$ cat src/hdl/dcache_defs.svh
`ifndef DCACHE_DEFS_SVH
`define DCACHE_DEFS_SVH

// byte address and block geometry
`define DC_ADDR_BITS      32
`define DC_BLOCK_BITS     64
`define DC_OFFSET_BITS    3

// main cache is direct mapped, 16 lines
`define DC_INDEX_BITS     4

// fully associative victim store
`define DC_VC_LINES       4

// tag carried on the memory bus
`define DC_MEM_TAG_BITS   4

// derived widths
`define DC_TAG_BITS       (`DC_ADDR_BITS - `DC_INDEX_BITS - `DC_OFFSET_BITS)
`define DC_LINE_ADDR_BITS (`DC_ADDR_BITS - `DC_OFFSET_BITS)

`endif

$ cat src/hdl/dcache_pkg.sv
`default_nettype none
`include "dcache_defs.svh"

package dcache_pkg;

    typedef enum logic {MEM_READ, MEM_WRITE} mem_op_t;
    typedef enum logic [1:0] {BYTE, HALF, WORD} mem_size_t;
    typedef enum logic [1:0] {BUS_NONE, BUS_LOAD, BUS_STORE} bus_cmd_t;
    typedef enum logic [1:0] {READY, WAIT_FILL, WRITE_BACK} ctrl_state_t;

    // one 64-bit block seen at three granularities
    typedef union packed {
        logic [7:0][7:0]  bytes;
        logic [3:0][15:0] halves;
        logic [1:0][31:0] words;
    } cache_block_t;

    typedef struct packed {
        logic                      valid;
        logic                      dirty;
        logic [`DC_TAG_BITS-1:0]   tag;
        cache_block_t              block;
    } main_line_t;

    typedef struct packed {
        logic                          valid;
        logic                          dirty;
        logic [1:0]                    lru;       // 3 = most recently hit
        logic [`DC_LINE_ADDR_BITS-1:0] line_addr; // address without byte offset
        cache_block_t                  block;
    } victim_line_t;

    function automatic cache_block_t merge_store(
        input cache_block_t                block,
        input logic [`DC_OFFSET_BITS-1:0]  offset,
        input mem_size_t                   size,
        input logic [31:0]                 data
    );
        cache_block_t merged;
        merged = block;
        case (size)
            BYTE:    merged.bytes[offset] = data[7:0];
            HALF:    merged.halves[offset[2:1]] = data[15:0];
            default: merged.words[offset[2]] = data;
        endcase
        return merged;
    endfunction

    // zero extended, misaligned low bits ignored
    function automatic logic [31:0] extract_load(
        input cache_block_t                block,
        input logic [`DC_OFFSET_BITS-1:0]  offset,
        input mem_size_t                   size
    );
        logic [31:0] value;
        case (size)
            BYTE:    value = {24'b0, block.bytes[offset]};
            HALF:    value = {16'b0, block.halves[offset[2:1]]};
            default: value = block.words[offset[2]];
        endcase
        return value;
    endfunction

endpackage

`default_nettype wire

$ cat src/hdl/dcache_ifs.sv
`timescale 1ns/10ps
`default_nettype none
`include "dcache_defs.svh"

// request path from the controller into one cache
interface cache_port_if import dcache_pkg::*; ();
    logic                     valid;
    mem_op_t                  op;
    mem_size_t                size;
    logic [`DC_ADDR_BITS-1:0] addr;
    logic [31:0]              wdata;
    logic                     hit;   // decided by the cache alone
    cache_block_t             block; // block of the matching line

    modport controller (output valid, op, size, addr, wdata, input hit, block);
    modport cache (input valid, op, size, addr, wdata, output hit, block);
endinterface

// single-cycle strobe carrying one whole line
interface line_xfer_if import dcache_pkg::*; ();
    logic                          valid;
    logic                          dirty;
    logic [`DC_LINE_ADDR_BITS-1:0] addr; // line address, no byte offset
    cache_block_t                  block;

    modport sender (output valid, dirty, addr, block);
    modport receiver (input valid, dirty, addr, block);
endinterface

`default_nettype wire

$ cat src/hdl/main_cache_array.sv
`timescale 1ns/10ps
`default_nettype none
`include "dcache_defs.svh"

module main_cache_array import dcache_pkg::*; (
    input wire logic        clock,
    input wire logic        reset,
    cache_port_if.cache     lookup,
    line_xfer_if.receiver   fill,
    line_xfer_if.sender     evict
);

    localparam int LINES = 2 ** `DC_INDEX_BITS;

    main_line_t lines [LINES];

    logic [`DC_INDEX_BITS-1:0]  lookup_index;
    logic [`DC_TAG_BITS-1:0]    lookup_tag;
    logic [`DC_OFFSET_BITS-1:0] lookup_offset;
    main_line_t                 lookup_line;
    logic [`DC_INDEX_BITS-1:0]  fill_index;
    main_line_t                 fill_old;   // line displaced by the fill

    assign lookup_offset = lookup.addr[`DC_OFFSET_BITS-1:0];
    assign lookup_index  = lookup.addr[`DC_OFFSET_BITS +: `DC_INDEX_BITS];
    assign lookup_tag    = lookup.addr[`DC_ADDR_BITS-1 -: `DC_TAG_BITS];
    assign lookup_line   = lines[lookup_index];

    assign lookup.hit   = lookup.valid && lookup_line.valid && (lookup_line.tag == lookup_tag);
    assign lookup.block = lookup_line.block;

    // fill address is a line address, so index sits in the low bits
    assign fill_index = fill.addr[`DC_INDEX_BITS-1:0];
    assign fill_old   = lines[fill_index];

    assign evict.valid = fill.valid && fill_old.valid;
    assign evict.dirty = fill_old.dirty;
    assign evict.addr  = {fill_old.tag, fill_index}; // rebuild line address
    assign evict.block = fill_old.block;

    always_ff @(posedge clock) begin
        if (reset) begin
            for (int i = 0; i < LINES; i++) begin
                lines[i].valid <= 1'b0;
            end
        end else if (fill.valid) begin
            lines[fill_index].valid <= 1'b1;
            lines[fill_index].dirty <= fill.dirty;
            lines[fill_index].tag   <= fill.addr[`DC_LINE_ADDR_BITS-1:`DC_INDEX_BITS];
            lines[fill_index].block <= fill.block;
        end else if (lookup.hit && lookup.op == MEM_WRITE) begin
            // store hit: merge in place, line now differs from memory
            lines[lookup_index].dirty <= 1'b1;
            lines[lookup_index].block <= merge_store(lookup_line.block, lookup_offset,
                                                     lookup.size, lookup.wdata);
        end
    end

endmodule

`default_nettype wire

$ cat src/hdl/victim_cache.sv
`timescale 1ns/10ps
`default_nettype none
`include "dcache_defs.svh"

module victim_cache import dcache_pkg::*; (
    input wire logic        clock,
    input wire logic        reset,
    cache_port_if.cache     lookup,
    line_xfer_if.receiver   insert,
    line_xfer_if.sender     writeback
);

    localparam int IW = $clog2(`DC_VC_LINES);

    victim_line_t lines [`DC_VC_LINES];

    logic                       match;
    logic [IW-1:0]              hit_index;
    logic                       has_free;
    logic [IW-1:0]              free_index;
    logic [IW-1:0]              lru_index;
    logic [1:0]                 min_lru;
    logic [IW-1:0]              insert_index;
    logic [`DC_OFFSET_BITS-1:0] lookup_offset;

    assign lookup_offset = lookup.addr[`DC_OFFSET_BITS-1:0];

    // parallel compare against every line
    always_comb begin
        match     = 1'b0;
        hit_index = '0;
        for (int i = 0; i < `DC_VC_LINES; i++) begin
            if (!match && lines[i].valid &&
                lines[i].line_addr == lookup.addr[`DC_ADDR_BITS-1:`DC_OFFSET_BITS]) begin
                match     = 1'b1;
                hit_index = IW'(i);
            end
        end
    end

    assign lookup.hit   = lookup.valid && match;
    assign lookup.block = lines[hit_index].block;

    // slot for an incoming line: first free one, else lowest lru
    always_comb begin
        has_free   = 1'b0;
        free_index = '0;
        lru_index  = '0;
        min_lru    = lines[0].lru;
        for (int i = 0; i < `DC_VC_LINES; i++) begin
            if (!has_free && !lines[i].valid) begin
                has_free   = 1'b1;
                free_index = IW'(i);
            end
            if (lines[i].lru < min_lru) begin // strict, so ties keep the lower index
                min_lru   = lines[i].lru;
                lru_index = IW'(i);
            end
        end
    end

    assign insert_index = has_free ? free_index : lru_index;

    // clean victims are simply dropped
    assign writeback.valid = insert.valid && !has_free && lines[lru_index].dirty;
    assign writeback.dirty = lines[lru_index].dirty;
    assign writeback.addr  = lines[lru_index].line_addr;
    assign writeback.block = lines[lru_index].block;

    always_ff @(posedge clock) begin
        if (reset) begin
            for (int i = 0; i < `DC_VC_LINES; i++) begin
                lines[i].valid <= 1'b0;
                lines[i].lru   <= 2'd0;
            end
        end else if (insert.valid) begin
            lines[insert_index] <= '{valid: 1'b1, dirty: insert.dirty, lru: 2'd0,
                                     line_addr: insert.addr, block: insert.block};
        end else if (lookup.hit) begin
            for (int i = 0; i < `DC_VC_LINES; i++) begin
                if (IW'(i) == hit_index) begin
                    lines[i].lru <= 2'd3;
                end else if (lines[i].lru != 2'd0) begin
                    lines[i].lru <= lines[i].lru - 2'd1;
                end
            end
            if (lookup.op == MEM_WRITE) begin
                lines[hit_index].dirty <= 1'b1;
                lines[hit_index].block <= merge_store(lines[hit_index].block, lookup_offset,
                                                      lookup.size, lookup.wdata);
            end
        end
    end

endmodule

`default_nettype wire

$ cat src/hdl/miss_controller.sv
`timescale 1ns/10ps
`default_nettype none
`include "dcache_defs.svh"

module miss_controller import dcache_pkg::*; (
    input wire logic                        clock,
    input wire logic                        reset,
    input wire logic                        req_valid,
    input wire mem_op_t                     req_op,
    input wire mem_size_t                   req_size,
    input wire logic [`DC_ADDR_BITS-1:0]    req_addr,
    input wire logic [31:0]                 req_wdata,
    output logic                            stall,
    output logic                            resp_valid,
    output logic [31:0]                     resp_rdata,
    cache_port_if.controller                main_port,
    cache_port_if.controller                victim_port,
    line_xfer_if.sender                     fill,
    line_xfer_if.receiver                   writeback,
    input wire logic [`DC_MEM_TAG_BITS-1:0] mem_response,
    input wire logic [`DC_MEM_TAG_BITS-1:0] mem_tag,
    input wire logic [`DC_BLOCK_BITS-1:0]   mem_data,
    output bus_cmd_t                        mem_command,
    output logic [`DC_ADDR_BITS-1:0]        mem_addr,
    output logic [`DC_BLOCK_BITS-1:0]       mem_wdata
);

    ctrl_state_t state, next_state;

    logic                          lookup_valid;
    logic                          any_hit;
    cache_block_t                  hit_block;
    logic [`DC_LINE_ADDR_BITS-1:0] miss_addr;  // miss register
    logic [`DC_MEM_TAG_BITS-1:0]   miss_tag;   // zero until the load is accepted
    logic [`DC_LINE_ADDR_BITS-1:0] wb_addr;    // one-entry write-back buffer
    cache_block_t                  wb_block;
    logic                          fill_now;

    assign lookup_valid = (state == READY) && req_valid;

    // same request goes to both caches
    assign main_port.valid   = lookup_valid;
    assign main_port.op      = req_op;
    assign main_port.size    = req_size;
    assign main_port.addr    = req_addr;
    assign main_port.wdata   = req_wdata;
    assign victim_port.valid = lookup_valid;
    assign victim_port.op    = req_op;
    assign victim_port.size  = req_size;
    assign victim_port.addr  = req_addr;
    assign victim_port.wdata = req_wdata;

    assign any_hit   = main_port.hit || victim_port.hit;
    assign hit_block = main_port.hit ? main_port.block : victim_port.block;
    assign stall     = (state != READY);

    assign fill_now   = (state == WAIT_FILL) && (miss_tag != '0) && (mem_tag == miss_tag);
    assign fill.valid = fill_now;
    assign fill.dirty = 1'b0; // fresh from memory
    assign fill.addr  = miss_addr;
    assign fill.block = mem_data;

    always_comb begin
        next_state  = state;
        mem_command = BUS_NONE;
        mem_addr    = '0;
        mem_wdata   = '0;
        case (state)
            READY: begin
                if (req_valid && !any_hit) next_state = WAIT_FILL;
            end
            WAIT_FILL: begin
                mem_addr = {miss_addr, {`DC_OFFSET_BITS{1'b0}}};
                if (miss_tag == '0) mem_command = BUS_LOAD; // hold until accepted
                if (fill_now) begin
                    next_state = (writeback.valid && writeback.dirty) ? WRITE_BACK : READY;
                end
            end
            WRITE_BACK: begin
                mem_command = BUS_STORE;
                mem_addr    = {wb_addr, {`DC_OFFSET_BITS{1'b0}}};
                mem_wdata   = wb_block;
                if (mem_response != '0) next_state = READY;
            end
            default: next_state = READY;
        endcase
    end

    always_ff @(posedge clock) begin
        if (reset) begin
            state      <= READY;
            resp_valid <= 1'b0;
            miss_tag   <= '0;
        end else begin
            state      <= next_state;
            resp_valid <= lookup_valid && any_hit;
            if (state == READY && next_state == WAIT_FILL) begin
                miss_tag <= '0;
            end else if (state == WAIT_FILL && miss_tag == '0 && mem_response != '0) begin
                miss_tag <= mem_response;
            end
        end
    end

    // payload registers
    always_ff @(posedge clock) begin
        resp_rdata <= extract_load(hit_block, req_addr[`DC_OFFSET_BITS-1:0], req_size);
        if (state == READY && next_state == WAIT_FILL) begin
            miss_addr <= req_addr[`DC_ADDR_BITS-1:`DC_OFFSET_BITS];
        end
        if (writeback.valid) begin
            wb_addr  <= writeback.addr;
            wb_block <= writeback.block;
        end
    end

endmodule

`default_nettype wire

$ cat src/hdl/dcache_top.sv
`timescale 1ns/10ps
`default_nettype none
`include "dcache_defs.svh"

module dcache_top import dcache_pkg::*; (
    input wire logic                        clock,
    input wire logic                        reset,
    // pipeline side
    input wire logic                        req_valid,
    input wire mem_op_t                     req_op,
    input wire mem_size_t                   req_size,
    input wire logic [`DC_ADDR_BITS-1:0]    req_addr,
    input wire logic [31:0]                 req_wdata,
    output logic                            stall,
    output logic                            resp_valid,
    output logic [31:0]                     resp_rdata,
    // memory bus
    input wire logic [`DC_MEM_TAG_BITS-1:0] mem_response,
    input wire logic [`DC_MEM_TAG_BITS-1:0] mem_tag,
    input wire logic [`DC_BLOCK_BITS-1:0]   mem_data,
    output bus_cmd_t                        mem_command,
    output logic [`DC_ADDR_BITS-1:0]        mem_addr,
    output logic [`DC_BLOCK_BITS-1:0]       mem_wdata
);

    cache_port_if main_port ();
    cache_port_if victim_port ();
    line_xfer_if  fill_xfer ();   // controller to main cache
    line_xfer_if  evict_xfer ();  // main cache to victim cache
    line_xfer_if  wb_xfer ();     // victim cache to controller

    main_cache_array main_cache_array_i (
        .clock  (clock),
        .reset  (reset),
        .lookup (main_port),
        .fill   (fill_xfer),
        .evict  (evict_xfer)
    );

    victim_cache victim_cache_i (
        .clock     (clock),
        .reset     (reset),
        .lookup    (victim_port),
        .insert    (evict_xfer),
        .writeback (wb_xfer)
    );

    miss_controller miss_controller_i (
        .clock        (clock),
        .reset        (reset),
        .req_valid    (req_valid),
        .req_op       (req_op),
        .req_size     (req_size),
        .req_addr     (req_addr),
        .req_wdata    (req_wdata),
        .stall        (stall),
        .resp_valid   (resp_valid),
        .resp_rdata   (resp_rdata),
        .main_port    (main_port),
        .victim_port  (victim_port),
        .fill         (fill_xfer),
        .writeback    (wb_xfer),
        .mem_response (mem_response),
        .mem_tag      (mem_tag),
        .mem_data     (mem_data),
        .mem_command  (mem_command),
        .mem_addr     (mem_addr),
        .mem_wdata    (mem_wdata)
    );

endmodule

`default_nettype wire

$ cat config.mk
export PLATFORM = sky130hd
export DESIGN_NAME = dcache_top
export DESIGN_NICKNAME = d
export VERILOG_FILES = /design/src/hdl/dcache_pkg.sv /design/src/hdl/dcache_ifs.sv /design/src/hdl/main_cache_array.sv /design/src/hdl/victim_cache.sv /design/src/hdl/miss_controller.sv /design/src/hdl/dcache_top.sv
export VERILOG_INCLUDE_DIRS = /design/src /design/src/hdl
export SDC_FILE = /design/constraint.sdc
export NUM_CORES = 2
export LEC_CHECK = 0
export BUFFER_PORTS_ARGS = -buffer_cell sky130_fd_sc_hd__buf_2
export CAP_MARGIN = 20
export CORE_MARGIN = 10
export CORE_UTILIZATION = 30
export CTS_CLUSTER_SIZE = 40
export DETAILED_ROUTE_END_ITERATION = 8
export SLEW_MARGIN = 5
export SYNTH_ARGS = -nofsm -noshare
export SYNTH_HDL_FRONTEND = slang
export SYNTH_SLANG_ARGS = --single-unit
$ cat constraint.sdc
create_clock -name clock -period 34.6 [get_ports clock]
set_input_delay 3.46 -clock clock [delete_from_list [all_inputs] [get_ports clock]]
set_output_delay 3.46 -clock clock [all_outputs]
set_load 0.02 [all_outputs]
Word level (Yosys, flattened, before mapping):

Memory sizes are Yosys's and may differ from the RTL's. A register that Yosys moved wholly into a read port is not among the register bits.
Cells that the tools add are included.

* memories: 2
* register bits: 161
* input port bits: 142
* logic and storage cells: 235
* latch bits: 0
* memory bits (writable): 1844
* ROM bits: 0

Memories
* main_cache_array_i.lines: depth 16, bits a word 91, read ports 2, clocked after Yosys merged registers in 1, wr ports 16, RTL line main_cache_array.sv:15 `main_line_t lines [LINES];`
* victim_cache_i.lines: depth 4, bits a word 97, read ports 6, clocked after Yosys merged registers in 0, wr ports 5, RTL line victim_cache.sv:15 `` victim_line_t lines [`DC_VC_LINES]; ``

* multipliers: 0
* muxes and demuxes: 137
* reductions and logical operators: 55
* order comparisons: 9
* shift operators: 0
* bitwise logic cells: 8
* $add $sub $neg: 4
* equality and inequality tests: 13
* div/mod/pow operators: 0

Operators with widths (number)
* 64-bit two-way mux: 9
* 64-bit bitwise mux: 6
* 64-bit case mux with 2 select lines: 2
* 91-bit two-way mux: 2
* 91-bit OR reduction: 2
* 32-bit case mux with 2 select lines: 2
* 29-bit == test: 4
* 97-bit two-way mux: 1
* 97-bit OR reduction: 1
* 32-bit two-way mux: 3
* 1-bit two-way mux: 73
* 2-bit two-way mux: 23
* 16-bit binary-select mux with 2-bit select: 1
* 16-bit demux with 2-bit select: 1
* 32-bit demux with 1-bit select: 1
* 16-bit two-way mux: 2
* 1-bit logical AND: 29
* 25-bit == test: 1
* 8-bit binary-select mux with 3-bit select: 1
* 8-bit demux with 3-bit select: 1
* 8-bit two-way mux: 2
* 4-bit two-way mux: 3
* 1-bit zero test: 10
* 2-bit nonzero test: 5
* 22 further kinds: 41

Longest topological paths before layout:

An unclocked memory read counts as a cell.

* depth after elaboration: 25
* gate-level depth with buffers: 20
* gate-level depth less buffers: 13

Modules after synthesis:

A second synthesis with hierarchy kept.

* cell total of the unflattened synthesis: 6007
* area total of the unflattened synthesis: 99660.6 µm²

By module, submodules not included
* main_cache_array: instances 1, area each 69794.4 µm², cells an instance 3385, sequential area each 43721.9 µm²
* victim_cache: instances 1, area each 20609.8 µm², cells an instance 1881, sequential area each 11651.2 µm²
* miss_controller: instances 1, area each 9256.4 µm², cells an instance 741, sequential area each 4444.3 µm²

Worst setup path after synthesis:

Ideal clock, no wire load.

* path type: input-to-reg
* start point: input mem_tag[3]
* end point: register miss_controller_i.wb_addr[0], read port of victim_cache_i.lines, enable pin
* slack: 20.609 ns
* arrival: 13.212 ns
* cell stages on the path: 5
* setup time: 0.780 ns
* required time: 33.820 ns
* path through: xor2_1 > nor2_1 > o2111ai_1 > a211o_1 > nor4_1

* longest elaborated chain between the ends: 5

RTL lines
* start: declaration: RTL line dcache_top.sv:19 `` input wire logic [`DC_MEM_TAG_BITS-1:0] mem_tag, ``
* 4-bit == test: RTL line miss_controller.sv:57 `assign fill_now = (state == WAIT_FILL) && (miss_tag != '0) && (mem_tag == miss_tag);`
* 1-bit logical AND: RTL line miss_controller.sv:57
* 1-bit logical AND: RTL line main_cache_array.sv:36 `assign evict.valid = fill.valid && fill_old.valid;`
* 1-bit logical AND (2 in series): RTL line victim_cache.sv:65 `assign writeback.valid = insert.valid && !has_free && lines[lru_index].dirty;`
* net miss_controller_i.writeback.valid: RTL line dcache_ifs.sv:27 `modport receiver (input valid, dirty, addr, block);`
* end: declaration: RTL line miss_controller.sv:35 `` logic [`DC_LINE_ADDR_BITS-1:0] wb_addr; ``

The timed path passes the listed nets, and every way through them passes these cells.
A chain may end at the register's enable or synchronous reset.

==> flow_summary.html <==
<table>
<tr><th>Metric</th><th>Value</th></tr>
<tr><th colspan="2">Critical path</th></tr>
<tr><td>Family with the most delay on the worst path</td><td>simple AND/OR/NAND/NOR gates</td></tr>
<tr><td>Kind of launch point of the worst setup path</td><td>primary input</td></tr>
<tr><td>Endpoint type of the worst setup path</td><td>register</td></tr>
<tr><td>Worst setup slack for register-to-register paths</td><td>27.92 ns</td></tr>
<tr><td>Required @ worst endpoint</td><td>35.07 ns</td></tr>
<tr><td>Peak fanout along the critical path</td><td>83</td></tr>
<tr><td>Most Frequent Cell on Critical Path</td><td>sky130_fd_sc_hd__buf_12</td></tr>
<tr><td>Worst path cell trace</td><td>buf_8 &gt; buf_12 &gt; and2_1 &gt; a22oi_1 &gt; a21oi_1 &gt; o21ai_1 &gt; a2111oi_0 &gt; and4b_1 &gt; nand4_1 &gt; buf_12 &gt; nor3_1 &gt; a21o_1 &gt; nand2_1 &gt; nor2_4 &gt; buf_4</td></tr>
<tr><td>Number of buffers and inverters on the critical path</td><td>4</td></tr>
<tr><td>Worst flop-to-flop path startpoint</td><td>main_cache_array_i.lines[4][72]</td></tr>
<tr><td>Slowest stage cell, crit path</td><td>sky130_fd_sc_hd__buf_4</td></tr>
<tr><td>Critical path class</td><td>primary input to register</td></tr>
<tr><td>Reg-to-reg critical path endpoint</td><td>main_cache_array_i.lines[0][54]</td></tr>
<tr><td>Worst r2r path cells</td><td>13</td></tr>
<tr><td>Delay of the slowest critical-path stage</td><td>0.88 ns</td></tr>
<tr><td>Endpoint arrival time on the critical path</td><td>10.36 ns</td></tr>
<tr><th colspan="2">STA</th></tr>
<tr><td>Peak Freq</td><td>101 MHz</td></tr>
<tr><td>Final-report setup violation count</td><td>0</td></tr>
<tr><td>Hold violation total from the final report</td><td>0</td></tr>
<tr><td>Minimum period implied by the final worst setup slack</td><td>9.89 ns</td></tr>
<tr><td>Minimum setup slack in the final design</td><td>24.71 ns</td></tr>
<tr><td>Post-Route Skew</td><td>0.144 ns</td></tr>
<tr><td>Slew at the pin with the worst max-slew slack</td><td>1.21 ns</td></tr>
<tr><td>Final-layout setup total negative slack</td><td>0 ns</td></tr>
<tr><td>Max-slew violations</td><td>0</td></tr>
<tr><td>Share of the clock period used by the worst path</td><td>28.6%</td></tr>
<tr><td>RSZ-0062 raised after global routing</td><td>no</td></tr>
<tr><td>Max transition margin</td><td>18.3%</td></tr>
<tr><th colspan="2">Yosys</th></tr>
<tr><td>Number of flops mapped to enable cells by yosys</td><td>1966</td></tr>
<tr><td>Area of the mapped netlist</td><td>0.0998 mm2</td></tr>
<tr><td>FF+latch count, synth</td><td>2009</td></tr>
<tr><td>Syn. warnings</td><td>0</td></tr>
<tr><td>Share of synthesized flip-flops with an asynchronous set or reset</td><td>0%</td></tr>
<tr><td>Gate count of the mapped netlist</td><td>6284</td></tr>
<tr><td>Largest area contributor in the synthesized netlist</td><td>sky130_fd_sc_hd__edfxtp_1</td></tr>
<tr><td>Ranking of synthesized cells by area</td><td>sky130_fd_sc_hd__edfxtp_1, sky130_fd_sc_hd__mux4_2, sky130_fd_sc_hd__mux2i_1, sky130_fd_sc_hd__nand2_1, sky130_fd_sc_hd__and2_1</td></tr>
<tr><td>Average footprint of a synthesized cell</td><td>15.9 um2</td></tr>
<tr><td>Share of the yosys chip area belonging to registers</td><td>60.0%</td></tr>
<tr><td>Distinct cell type count after synthesis</td><td>105</td></tr>
<tr><td>Fraction of synthesized cell area taken by the top area cell type</td><td>59.2%</td></tr>
<tr><td>Primary flip-flop cell chosen by synthesis mapping</td><td>sky130_fd_sc_hd__edfxtp_1</td></tr>
<tr><th colspan="2">Worst hold path</th></tr>
<tr><td>Hold Path Sink</td><td>miss_controller_i.miss_tag[3]</td></tr>
<tr><td>Origin of the worst min-delay path</td><td>miss_controller_i.miss_tag[3]</td></tr>
<tr><td>Worst hold stages</td><td>2</td></tr>
<tr><td>Class of the tightest hold or removal check</td><td>register to register</td></tr>
<tr><th colspan="2">Finish</th></tr>
<tr><td>Post-Layout Cell Count</td><td>11000</td></tr>
<tr><td>Layout Area Growth over Synthesis</td><td>13.7%</td></tr>
<tr><td>Number of fill cells</td><td>31300</td></tr>
<tr><td>Commonest cells after routing, fill and taps aside</td><td>sky130_fd_sc_hd__edfxtp_1, sky130_fd_sc_hd__mux4_2, sky130_fd_sc_hd__nand2_1</td></tr>
<tr><td>Number of nets in the layout</td><td>6619</td></tr>
<tr><td>Most common library cell in the layout ignoring fill and taps</td><td>sky130_fd_sc_hd__edfxtp_1</td></tr>
<tr><td>Fraction of final layout cells with drive strength greater than 1</td><td>26.8%</td></tr>
<tr><th colspan="2">CTS</th></tr>
<tr><td>Clock tree from TritonCTS</td><td>yes</td></tr>
<tr><td>Post-CTS Setup Repair Bufs</td><td>0</td></tr>
<tr><td>CTS buffer count</td><td>214</td></tr>
<tr><td>Maximum count of clock buffers along a single path</td><td>4</td></tr>
<tr><td>H-tree depth reported by CTS</td><td>4</td></tr>
<tr><td>Num Clock Sinks</td><td>2009</td></tr>
<tr><td>Total of cells resized after clock tree synthesis</td><td>0</td></tr>
<tr><td>Clock-pin slew of the registers on the worst-case setup and hold paths</td><td>0.06 ns</td></tr>
<tr><td>Root cell of the clock tree</td><td>sky130_fd_sc_hd__clkbuf_16</td></tr>
<tr><td>Latest clock arrival within the worst-skew pair</td><td>0.94 ns</td></tr>
<tr><td>Count of hold buffers inserted by post-cts repair</td><td>0</td></tr>
<tr><th colspan="2">Global routing</th></tr>
<tr><td>Vias in the first global route</td><td>63700</td></tr>
<tr><td>Overall track demand over capacity in global routing</td><td>19.5%</td></tr>
<tr><td>Largest net degree at the start of global routing</td><td>108</td></tr>
<tr><td>Number of antenna violations at the first check in global routing</td><td>41</td></tr>
<tr><td>Total global routing overflow</td><td>0</td></tr>
<tr><td>First-pass GRT wire length</td><td>504 mm</td></tr>
<tr><th colspan="2">Power</th></tr>
<tr><td>Peak supply drop</td><td>45.0 uV</td></tr>
<tr><td>Cell leakage power</td><td>0.0377 uW</td></tr>
<tr><td>Power per cell area</td><td>51.2 mW/mm2</td></tr>
<tr><th colspan="2">Placement</th></tr>
<tr><td>Setup slack at placement</td><td>23.89 ns</td></tr>
<tr><td>Estimated wirelength of the detail-placed design</td><td>244 mm</td></tr>
<tr><td>Dpl cells</td><td>10600</td></tr>
<tr><td>Number of port buffers</td><td>270</td></tr>
<tr><td>GP Congestion</td><td>0.986</td></tr>
<tr><th colspan="2">Detailed routing</th></tr>
<tr><td>Residual DRC</td><td>0</td></tr>
<tr><td>First DRT Iteration DRCs</td><td>9729</td></tr>
<tr><td>Antenna viol nets, final</td><td>0</td></tr>
<tr><td>Total iterations of the first detailed-routing run</td><td>8</td></tr>
<tr><td>Average routed wire per standard cell</td><td>32.9 um</td></tr>
<tr><td>Vias</td><td>64800</td></tr>
<tr><td>Total Wirelength</td><td>362 mm</td></tr>
<tr><td>Post-DR vias/cell</td><td>5.88</td></tr>
<tr><th colspan="2">Floorplan</th></tr>
<tr><td>Number of rows in the core area</td><td>211</td></tr>
<tr><td>Floorplan die width</td><td>597 um</td></tr>
<tr><td>Vertical extent of the die</td><td>597 um</td></tr>
<tr><td>Starting utilization of the core area</td><td>30.2%</td></tr>
<tr><td>Placeable core region</td><td>0.331 mm2</td></tr>
<tr><td>Die Area</td><td>0.356 mm2</td></tr>
<tr><td>Top-Level Pins</td><td>274</td></tr>
<tr><th colspan="2">Outcome</th></tr>
<tr><td>Status</td><td>completed</td></tr>
<tr><th colspan="2">Flow run</th></tr>
<tr><td>Maximum Capacitance Violations</td><td>0</td></tr>
</table>
## flip-flops by register name, summed over array words and instances (netlist names), named ones only
register	cells
miss_controller_i.resp_rdata	32
miss_controller_i.state	2
victim_cache_i.lines	388
miss_controller_i.wb_block	64
miss_controller_i.wb_addr	29
miss_controller_i.fill.addr	29
miss_controller_i.miss_tag	4
miss_controller_i.resp_valid	1
main_cache_array_i.lines	1456
## Yosys cell counts (all sizes together) (65+ instances only)
master and instances:
clkbuf 313, a22oi 65, a21oi 194, a211oi 92, nor3 101, xnor2 69
edfxtp 1966, mux4 845, nand2 388, buf 196, nor2b 86, o21ai 264
nor2 333, mux2i 269, and2 218, a21o 83
## where the power goes
| group | total [uW] | internal (uW) | switching, uW |
|---|---|---|---|
| combinational | 733 | 269 | 464 |
| clock | 2360 | 1380 | 978 |
| sequential | 2720 | 2700 | 21.5 |
## cell families (layout without fill, tap and decap cells)
family / after synthesis / after routing / share of synthesized area (%)
AND/OR/NAND/NOR: 1391 / 1391 / 6.97
AO/OA/AOI/OAI: 1033 / 1033 / 6.94
flip-flops: 2009 / 2009 / 60.0
adder cells (fa/ha/maj): 13 / 13 / 0.163
other: 1 / 20 / 0.00376
multiplexers: 1151 / 1151 / 22.3
XOR/XNOR: 133 / 133 / 1.17
buffers and inverters: 553 / 903 / 2.46
## cell type report
| type | count | area, um2 | share of cell area (%) |
|---|---|---|---|
| Inverter | 44 | 170 | 0.150 |
| Timing Repair Buffer | 471 | 3030 | 2.67 |
| Clock buffer | 257 | 5620 | 4.96 |
| Antenna cell | 17 | 42.5 | 0.0375 |
| Tap cell | 4366 | 5460 | 4.82 |
| Sequential cell | 2009 | 59900 | 52.8 |
| Multi-Input combinational cell | 3724 | 37700 | 33.3 |
| Clock inverter | 131 | 1470 | 1.29 |
## through the flow
stage	utilization [%]	area, um2	total power [uW]	hold WS [ns]
after floorplan	-	99800	3200	0.500
after global placement	32.1	106000	3480	0.521
after detailed placement	32.1	106000	3490	0.530
after CTS	34.3	113000	5830	0.543
after global routing	34.3	113000	5970	0.574
final	34.3	113000	5810	0.548
## worst max-delay path by stage
stage | cells past startpoint | to | slack [ns] | start
floorplan | 5 | miss_controller_i.wb_addr[0] | 20.61 | mem_tag[3]
global route | 14 | main_cache_array_i.lines[14][45] | 24.44 | req_addr[4]
detailed placement | 15 | main_cache_array_i.lines[0][21] | 23.89 | req_addr[4]
finish | 15 | main_cache_array_i.lines[0][54] | 24.71 | req_addr[4]
CTS | 14 | main_cache_array_i.lines[14][45] | 24.79 | req_addr[4]
global placement | 15 | main_cache_array_i.lines[2][28] | 23.92 | req_addr[4]
## worst min-delay path: cells and delay by family, from the launching register on
kind / cells / cell delay (ns)
AO/OA/AOI/OAI: 1 / 0.12
AND/OR/NAND/NOR: 1 / 0.05
flip-flops: 1 / 0.33
## layer usage
metal | global-route usage, % | up-vias | part of all wire (%)
met1 | 26.8 | 34000 | 39
met5 | 0 | - | 0.016
met3 | 4.97 | 683 | 11
li1 | - | 25900 | -
met2 | 29.8 | 4278 | 45
met4 | 7.40 | 8 | 4.4
Note: power is estimated with default switching activity, not from simulation.
